[config.mk]
export PLATFORM = sky130hd
export DESIGN_NAME = vmem_subsystem
export DESIGN_NICKNAME = d
export VERILOG_FILES = /design/src/vmem_pkg.sv /design/src/vmem_addr_scheduler.sv /design/src/vmem_dcache_model.sv /design/src/vmem_csr_block.sv /design/src/vmem_memory_stage.sv /design/src/vmem_subsystem.sv
export VERILOG_INCLUDE_DIRS = /design/src
export SDC_FILE = /design/constraint.sdc
export NUM_CORES = 2
export LEC_CHECK = 0
export BUFFER_PORTS_ARGS = -buffer_cell sky130_fd_sc_hd__buf_2
export CAP_MARGIN = 20
export CORE_ASPECT_RATIO = 1.1
export CORE_MARGIN = 1.5
export CORE_UTILIZATION = 45
export CTS_BUF_LIST = sky130_fd_sc_hd__clkbuf_8
export DETAILED_ROUTE_END_ITERATION = 7
export PLACE_DENSITY = 0.62
export SETUP_SLACK_MARGIN = 0.2
export SYNTH_ARGS = -nofsm -noshare
export SYNTH_HDL_FRONTEND = slang
export SYNTH_HIERARCHICAL = 1
export SYNTH_SLANG_ARGS = --single-unit
[constraint.sdc]
create_clock -name CLK -period 9.1 [get_ports CLK]
set_input_delay 1.365 -clock CLK [delete_from_list [all_inputs] [get_ports CLK]]
set_output_delay 1.365 -clock CLK [all_outputs]
set_load 0.03 [all_outputs]
[src/vmem_cfg.svh]
`ifndef VMEM_CFG_SVH
`define VMEM_CFG_SVH

// Data and address width of the stage
`define VMEM_XLEN 32

// Number of words in the data cache model
`define VMEM_DEPTH 64

// Cycles a request is held before dhit rises
`define VMEM_HIT_LATENCY 2

// Largest vl a configuration instruction may set
`define VMEM_VLMAX 8

`endif

[src/vmem_pkg.sv]
`default_nettype none

`include "vmem_cfg.svh"

package vmem_pkg;

  // Plain vectors with a meaning
  typedef logic [`VMEM_XLEN-1:0] word_t;
  typedef logic [7:0]            elem_idx_t;
  typedef logic [3:0]            byte_ena_t;
  typedef logic [4:0]            vreg_t;

  // Element width, straight from vtype[2:0]
  typedef enum logic [2:0] {
    SEW8  = 3'd0,
    SEW16 = 3'd1,
    SEW32 = 3'd2
  } sew_t;

  // Kind of configuration instruction, if any
  typedef enum logic [1:0] {
    NOT_CFG     = 2'd0,
    CFG_VSETVLI = 2'd1,
    CFG_VSETVL  = 2'd2
  } cfg_t;

  // Address scheduler FSM
  typedef enum logic [1:0] {
    IDLE  = 2'd0,
    LANE0 = 2'd1,
    LANE1 = 2'd2,
    DONE  = 2'd3
  } sched_state_t;

  // Execute to memory bundle
  typedef struct packed {
    logic      load;
    logic      store;
    word_t     aluresult0;
    word_t     aluresult1;
    word_t     storedata0;
    word_t     storedata1;
    logic      wen0;
    logic      wen1;
    elem_idx_t woffset0;
    elem_idx_t woffset1;
    vreg_t     vd;
    logic      rd_wen;
    vreg_t     rd_sel;
    word_t     rd_data;
    cfg_t      config_type;
    word_t     next_vtype;
    word_t     next_avl;
  } ex_mem_t;

  // Memory to writeback bundle
  typedef struct packed {
    word_t     wdat0;
    word_t     wdat1;
    logic      wen0;
    logic      wen1;
    elem_idx_t woffset0;
    elem_idx_t woffset1;
    vreg_t     vd;
    logic      rd_wen;
    vreg_t     rd_sel;
    word_t     rd_data;
    sew_t      sew;
  } mem_wb_t;

endpackage

`default_nettype wire

[src/vmem_addr_scheduler.sv]
`timescale 1ns/1ps
`default_nettype none

module vmem_addr_scheduler
  import vmem_pkg::*;
(
  input  logic      CLK,
  input  logic      nRST,
  input  logic      load,
  input  logic      store,
  input  word_t     addr0,
  input  word_t     addr1,
  input  word_t     storedata0,
  input  word_t     storedata1,
  input  elem_idx_t woffset1,
  input  word_t     vl,
  input  sew_t      sew,
  input  logic      dhit,
  input  logic      returnex,
  output word_t     final_addr,
  output word_t     final_storedata,
  output logic      ren,
  output logic      wen,
  output byte_ena_t byte_ena,
  output logic      arrived0,
  output logic      arrived1,
  output logic      busy,
  output logic      exception
);

  sched_state_t state, next_state;
  logic         mem_op;
  logic         lane1_active;
  logic         misaligned;
  logic         lane_req;
  word_t        cur_addr;
  word_t        cur_store;

  // Element must start on a multiple of its own size
  function automatic logic is_misaligned(input word_t a, input sew_t s);
    case (s)
      SEW16:   return a[0];
      SEW32:   return |a[1:0];
      default: return 1'b0;
    endcase
  endfunction

  assign mem_op       = load | store;
  // Lane 1 only when its element index falls inside vl
  assign lane1_active = word_t'(woffset1) < vl;
  assign misaligned   = mem_op &&
                        (is_misaligned(addr0, sew) ||
                         (lane1_active && is_misaligned(addr1, sew)));

  // State register
  always_ff @(posedge CLK, negedge nRST) begin
    if (!nRST) begin
      state <= IDLE;
    end else begin
      state <= next_state;
    end
  end

  // Walk the active lanes, one access each
  always_comb begin
    next_state = state;
    case (state)
      IDLE: begin
        if (mem_op) begin
          // Bad alignment skips all accesses
          next_state = misaligned ? DONE : LANE0;
        end
      end
      LANE0: begin
        if (dhit) begin
          next_state = lane1_active ? LANE1 : DONE;
        end
      end
      LANE1: begin
        if (dhit) begin
          next_state = DONE;
        end
      end
      DONE: begin
        // Wait here until the latch takes the instruction
        if (returnex) begin
          next_state = IDLE;
        end
      end
      default: next_state = IDLE;
    endcase
  end

  // Request held level in either lane state
  assign lane_req  = (state == LANE0) || (state == LANE1);
  assign cur_addr  = (state == LANE1) ? addr1 : addr0;
  assign cur_store = (state == LANE1) ? storedata1 : storedata0;

  assign final_addr = cur_addr;
  assign ren        = load && lane_req;
  assign wen        = store && lane_req;

  // Byte lanes picked by the low address bits
  always_comb begin
    case (sew)
      SEW8:    byte_ena = 4'b0001 << cur_addr[1:0];
      SEW16:   byte_ena = cur_addr[1] ? 4'b1100 : 4'b0011;
      default: byte_ena = 4'b1111;
    endcase
  end

  // Aligned element, so one byte shift covers every width
  assign final_storedata = cur_store << {cur_addr[1:0], 3'b000};

  // Data for a lane is on the bus in its dhit cycle
  assign arrived0  = load && (state == LANE0) && dhit;
  assign arrived1  = load && (state == LANE1) && dhit;
  assign busy      = mem_op && (state != DONE);
  assign exception = (state == IDLE) && misaligned;

  // Load and store share one request path
  assert property (@(posedge CLK) disable iff (!nRST) !(ren && wen));

endmodule

`default_nettype wire

[src/vmem_dcache_model.sv]
`timescale 1ns/1ps
`default_nettype none

`include "vmem_cfg.svh"

module vmem_dcache_model
  import vmem_pkg::*;
(
  input  logic      CLK,
  input  logic      nRST,
  input  word_t     addr,
  input  word_t     wdata,
  input  logic      ren,
  input  logic      wen,
  input  byte_ena_t byte_ena,
  output word_t     rdata,
  output logic      dhit
);

  localparam int AW = $clog2(`VMEM_DEPTH);
  localparam int CW = $clog2(`VMEM_HIT_LATENCY + 1);

  word_t         mem [`VMEM_DEPTH];
  logic [AW-1:0] idx;
  logic [CW-1:0] wait_cnt;
  logic          req;

  // Word index, byte offset dropped
  assign idx = addr[AW+1:2];
  assign req = ren | wen;

  // Hit on the last cycle of the hold time
  assign dhit  = req && (wait_cnt == CW'(`VMEM_HIT_LATENCY));
  assign rdata = mem[idx];

  // Hold-time counter, restarts after each hit
  always_ff @(posedge CLK, negedge nRST) begin
    if (!nRST) begin
      wait_cnt <= '0;
    end else if (!req || dhit) begin
      wait_cnt <= '0;
    end else begin
      wait_cnt <= wait_cnt + 1'b1;
    end
  end

  // Preload pattern on reset, byte merge on write hit
  always_ff @(posedge CLK, negedge nRST) begin
    if (!nRST) begin
      for (int i = 0; i < `VMEM_DEPTH; i++) begin
        mem[i] <= 32'h1000_0000 + word_t'(i);
      end
    end else if (wen && dhit) begin
      for (int b = 0; b < 4; b++) begin
        if (byte_ena[b]) begin
          mem[idx][b*8 +: 8] <= wdata[b*8 +: 8];
        end
      end
    end
  end

  // A write must touch at least one byte
  assert property (@(posedge CLK) disable iff (!nRST) wen |-> (byte_ena != '0));

endmodule

`default_nettype wire

[src/vmem_csr_block.sv]
`timescale 1ns/1ps
`default_nettype none

`include "vmem_cfg.svh"

module vmem_csr_block
  import vmem_pkg::*;
(
  input  logic  CLK,
  input  logic  nRST,
  input  cfg_t  config_type,
  input  word_t next_avl,
  input  word_t next_vtype,
  input  logic  advance,
  output word_t vl,
  output word_t vtype,
  output sew_t  sew,
  output word_t new_vl
);

  logic cfg_write;

  // Requested length capped at VLMAX
  always_comb begin
    if (next_avl > word_t'(`VMEM_VLMAX)) begin
      new_vl = word_t'(`VMEM_VLMAX);
    end else begin
      new_vl = next_avl;
    end
  end

  // Only when the config instruction leaves the stage
  assign cfg_write = (config_type != NOT_CFG) && advance;

  // vl and vtype registers
  always_ff @(posedge CLK, negedge nRST) begin
    if (!nRST) begin
      vl    <= '0;
      vtype <= '0;
    end else if (cfg_write) begin
      vl    <= new_vl;
      vtype <= next_vtype;
    end
  end

  // Element width field of vtype
  assign sew = sew_t'(vtype[2:0]);

endmodule

`default_nettype wire

[src/vmem_memory_stage.sv]
`timescale 1ns/1ps
`default_nettype none

module vmem_memory_stage
  import vmem_pkg::*;
(
  input  logic      CLK,
  input  logic      nRST,
  input  ex_mem_t   ex,
  input  logic      stall_mem,
  input  logic      flush_mem,
  input  word_t     dmemload,
  input  logic      dhit,
  output word_t     dmemaddr,
  output word_t     dmemstore,
  output logic      ren,
  output logic      wen,
  output byte_ena_t byte_ena,
  output mem_wb_t   wb,
  output logic      busy_mem,
  output logic      exception_mem,
  output logic      csr_update,
  output word_t     vl,
  output word_t     vtype
);

  logic    arrived0;
  logic    arrived1;
  logic    sched_busy;
  logic    adv;
  logic    csr_adv;
  sew_t    sew;
  word_t   new_vl;
  word_t   load_elem;
  word_t   shifted;
  word_t   buf0;
  word_t   buf1;
  logic    buf1_vld;
  mem_wb_t next_wb;

  // Latch moves when nothing holds it back
  assign adv     = !stall_mem && !sched_busy;
  assign csr_adv = adv && !flush_mem;

  vmem_addr_scheduler sched0 (
    .CLK             (CLK),
    .nRST            (nRST),
    .load            (ex.load),
    .store           (ex.store),
    .addr0           (ex.aluresult0),
    .addr1           (ex.aluresult1),
    .storedata0      (ex.storedata0),
    .storedata1      (ex.storedata1),
    .woffset1        (ex.woffset1),
    .vl              (vl),
    .sew             (sew),
    .dhit            (dhit),
    .returnex        (adv),
    .final_addr      (dmemaddr),
    .final_storedata (dmemstore),
    .ren             (ren),
    .wen             (wen),
    .byte_ena        (byte_ena),
    .arrived0        (arrived0),
    .arrived1        (arrived1),
    .busy            (sched_busy),
    .exception       (exception_mem)
  );

  vmem_csr_block csr0 (
    .CLK         (CLK),
    .nRST        (nRST),
    .config_type (ex.config_type),
    .next_avl    (ex.next_avl),
    .next_vtype  (ex.next_vtype),
    .advance     (csr_adv),
    .vl          (vl),
    .vtype       (vtype),
    .sew         (sew),
    .new_vl      (new_vl)
  );

  assign busy_mem   = sched_busy;
  assign csr_update = ex.config_type != NOT_CFG;

  // Element moved down to bit 0, upper bits zero
  assign shifted = dmemload >> {dmemaddr[1:0], 3'b000};
  always_comb begin
    case (sew)
      SEW8:    load_elem = {24'd0, shifted[7:0]};
      SEW16:   load_elem = {16'd0, shifted[15:0]};
      default: load_elem = shifted;
    endcase
  end

  // Load buffer data, one entry per lane
  always_ff @(posedge CLK) begin
    if (arrived0) begin
      buf0 <= load_elem;
    end
    if (arrived1) begin
      buf1 <= load_elem;
    end
  end

  // Lane 1 entry valid until the instruction leaves
  always_ff @(posedge CLK, negedge nRST) begin
    if (!nRST) begin
      buf1_vld <= 1'b0;
    end else if (arrived1) begin
      buf1_vld <= 1'b1;
    end else if (adv) begin
      buf1_vld <= 1'b0;
    end
  end

  // Writeback values
  always_comb begin
    next_wb          = '0;
    next_wb.wdat0    = ex.load ? buf0 : ex.aluresult0;
    // Inactive lane 1 passes the ALU result
    next_wb.wdat1    = (ex.load && buf1_vld) ? buf1 : ex.aluresult1;
    next_wb.wen0     = ex.wen0;
    next_wb.wen1     = ex.wen1;
    next_wb.woffset0 = ex.woffset0;
    next_wb.woffset1 = ex.woffset1;
    next_wb.vd       = ex.vd;
    next_wb.rd_wen   = ex.rd_wen;
    next_wb.rd_sel   = ex.rd_sel;
    next_wb.rd_data  = (ex.config_type != NOT_CFG) ? new_vl : ex.rd_data;
    next_wb.sew      = sew;
  end

  // Writeback latch, flush before stall
  always_ff @(posedge CLK, negedge nRST) begin
    if (!nRST) begin
      wb <= '0;
    end else if (flush_mem) begin
      wb <= '0;
    end else if (adv) begin
      wb <= next_wb;
    end
  end

  // A memory instruction leaves only with no cache request open
  assert property (@(posedge CLK) disable iff (!nRST)
    (adv && (ex.load || ex.store)) |-> !(ren || wen));

endmodule

`default_nettype wire

[src/vmem_subsystem.sv]
`timescale 1ns/1ps
`default_nettype none

module vmem_subsystem
  import vmem_pkg::*;
(
  input  logic    CLK,
  input  logic    nRST,
  input  ex_mem_t ex,
  input  logic    stall_mem,
  input  logic    flush_mem,
  output mem_wb_t wb,
  output logic    busy_mem,
  output logic    exception_mem,
  output logic    csr_update,
  output word_t   vl,
  output word_t   vtype
);

  // Stage to cache request lines
  word_t     dmemaddr;
  word_t     dmemstore;
  word_t     dmemload;
  logic      ren;
  logic      wen;
  logic      dhit;
  byte_ena_t byte_ena;

  vmem_memory_stage stage0 (
    .CLK           (CLK),
    .nRST          (nRST),
    .ex            (ex),
    .stall_mem     (stall_mem),
    .flush_mem     (flush_mem),
    .dmemload      (dmemload),
    .dhit          (dhit),
    .dmemaddr      (dmemaddr),
    .dmemstore     (dmemstore),
    .ren           (ren),
    .wen           (wen),
    .byte_ena      (byte_ena),
    .wb            (wb),
    .busy_mem      (busy_mem),
    .exception_mem (exception_mem),
    .csr_update    (csr_update),
    .vl            (vl),
    .vtype         (vtype)
  );

  vmem_dcache_model dcache0 (
    .CLK      (CLK),
    .nRST     (nRST),
    .addr     (dmemaddr),
    .wdata    (dmemstore),
    .ren      (ren),
    .wen      (wen),
    .byte_ena (byte_ena),
    .rdata    (dmemload),
    .dhit     (dhit)
  );

endmodule

`default_nettype wire

==> run summary <==
dpl ws: 2.52 ns
average routed wire per standard cell: 32.6 µm
Seq pwr share: 41.4%
vias in the first global route: 77.0k
setup TNS: 0 ns
outcome: finished, violations left
worst path arrival time: 7.27 ns
period utilization: 70.2%
initial DRC count: 7,680
Bufs and invs on worst path: 5
layout cells sized above 1: 43.3%
area delta synth->final: 11.7%
# IOs: 456
critical path, cell by cell: inv_1 > ha_4 > mux2_2 > buf_4 > nand2b_2 > buf_4 > o22ai_1 > o22a_1 > a2111oi_0 > buf_1 > buf_4 > nand4_1 > a211oi_1 > a21oi_1
Longest Clk Path Bufs: 4
Fin. Hold Viols: 0
H-tree depth: 5
Setup WS post-layout: 2.71 ns
max-cap check violation count: 0
CTS root buf: clkbuf_8
Synth Cell Area: 107,000 µm²
leakage power figure: 0.0558 µW
Slew Viols, Final: 0
Antenna Nets Post-Route: 0
crit path time final: 6.39 ns
total internal power: 17,200 µW
Avg Cell Area, Syn: 13.0 µm²
DRT Wirelength: 390 mm
Syn Inst Count: 8,184
Slowest cell on crit path: nand2b_2
Sink Count: 2,309
Setup crit start kind: flip-flop
Yosys warnings: 6
Critical Path Fanout Max: 22
max incr delay on CP: 0.94 ns
die area: 240,000 µm²
num rows: 187
WS Path Type: flip-flop to flip-flop
Max Clk Rate: 0.156 GHz
cell mode on critical path: buf_4
Rel. slew slack: 12.3%
Vias per Instance: 6.36
Req. time, crit path: 9.98 ns
post-CTS setup buffer count: 0
Overflow after GRT: 0
RSZ-0062 raised after global routing: false
sw power: 9830 µW
Clk pwr share: 32.7%
largest net degree at the start of global routing: 195
Die H: 513 µm
Final nets: 8,794
core area: 236,000 µm²
First-pass DRT Iterations: 8
hold_buf cts: 0
clock-pin slew on the worst setup and hold paths: 0.06 ns
maximum VDD drop: 0.000227 V
crit end category: flip-flop
pwr/cell area: 227 nW/µm²
failing checks: DRC
Clock Latency Late Sink: 1.16 ns
Total GRT Usage: 31.9%
Finish-stage setup viols: 0
PortBufs: 455
DR vias: 76.1k
worst hold path class: input port to asynchronous set/reset pin
gp weighted congestion: 0.939
Starting Density: 45.2%
post-cts sizing count: 0
Die W: 467 µm
Clock Skew: 0.0940 ns
Residual DRC: 1
first-pass GRT wire length: 559 mm
family with the most delay on the worst path: buffers and inverters
measured slew at the worst slew-check pin: 1.31 ns
switch share: 36.3%
Inserted Clock Buffers: 380
Fill cells: 20.5k
initial antenna violation count: 53
detailed placement HPWL: 251 mm
Comb pwr share: 25.9%
CTS tree: built
[through the flow]
stage | util, % | std cells | total power, µW | instance area (µm²) | hold slack, ns
after floorplan | - | 8211 | 15100 | 107000 | 0.412
after global placement | 47.4 | 11300 | 18100 | 112000 | 0.422
after detailed placement | 47.4 | 11300 | 18200 | 112000 | 0.427
after CTS | 50.5 | 11900 | 27000 | 119000 | 0.316
after global routing | 50.5 | 11900 | 27900 | 119000 | 0.306
final | 50.5 | 12000 | 27100 | 119000 | 0.287
[metal layers]
layer | wire, µm | global-route usage (%)
met5 | 413 | 0.687
met4 | 30400 | 22.2
met3 | 35900 | 8.96
met2 | 176000 | 48.8
met1 | 147000 | 39.0
[sequential cells by signal, indices dropped and copies added (netlist names)]
signal and count:
dcache0/mem 2048, dcache0/wait_cnt 2, stage0/buf0 32, stage0/buf1 32, stage0/buf1_vld 1, stage0/csr0/vl 32
stage0/csr0/vtype 32, stage0/sched0/state 2, stage0/wb 128
[layout make-up]
cell class / count / area, µm² / share of cell area, %
antenna: 40 / 100 / 0.0841
clock inverter: 214 / 1060 / 0.893
multi-input combinational: 5153 / 45200 / 37.9
inverter: 31 / 130 / 0.109
tap: 3118 / 3900 / 3.28
timing repair buffer: 645 / 4080 / 3.42
sequential: 2309 / 58400 / 49.1
clock buffer: 451 / 6210 / 5.21
[cells in the final DEF (no fill, tap or decap), types with 28 or more instances in the layout]
| master | n |
|---|---|
| a211oi_1 | 53 |
| a211oi_2 | 30 |
| a21oi_1 | 219 |
| a221oi_1 | 301 |
| a22o_1 | 53 |
| a22oi_1 | 364 |
| a311oi_1 | 65 |
| and2_1 | 42 |
| buf_12 | 28 |
| buf_2 | 454 |
| buf_4 | 158 |
| clkbuf_8 | 451 |
| conb_1 | 28 |
| dfrtp_1 | 1989 |
| dfstp_2 | 256 |
| diode_2 | 40 |
| edfxtp_1 | 64 |
| inv_1 | 187 |
| mux2_1 | 46 |
| mux2_2 | 2069 |
| mux2i_1 | 255 |
| mux4_2 | 58 |
| nand2_1 | 467 |
| nor2_1 | 245 |
| nor2_2 | 145 |
| nor2_4 | 33 |
| o211ai_1 | 41 |
| o21ai_0 | 197 |
| o221ai_1 | 33 |
| o22ai_1 | 106 |
[worst reg2reg max path, stage by stage, from the launching register on]
cell	delay, ns
dfrtp_1	0.40
inv_1	0.20
ha_4	0.32
mux2_2	0.80
buf_4	0.59
nand2b_2	0.95
buf_4	0.45
o22ai_1	0.13
o22a_1	0.26
a2111oi_0	0.50
buf_1	0.23
buf_4	0.14
nand4_1	0.61
a211oi_1	0.48
a21oi_1	0.10
[final timing paths]
kind | to | from | depth (start not counted) | slack [ns]
worst min register to register | dcache0/wait_cnt[0] | dcache0/wait_cnt[0] | 1 | 0.44
worst max-delay path | stage0/buf0[1] | stage0/sched0/state[0] | 14 | 2.71
max in group asynchronous | dcache0/mem[404] | nRST | 3 | 6.47
min in group CLK | dcache0/wait_cnt[0] | dcache0/wait_cnt[0] | 1 | 0.44
worst min-delay path | stage0/csr0/vtype[12] | nRST | 1 | 0.29
worst max register to register | stage0/buf0[1] | stage0/sched0/state[0] | 14 | 2.71
[power groups by stage]
stage	clock [µW]	sequential, µW	combinational (µW)
global placement	0	11300	6710
global route	9460	11300	7170
CTS	8990	11200	6820
floorplan	0	11600	3460
finish	8850	11200	7010
detailed placement	0	11400	6800
(Power assumes the default switching activity.)
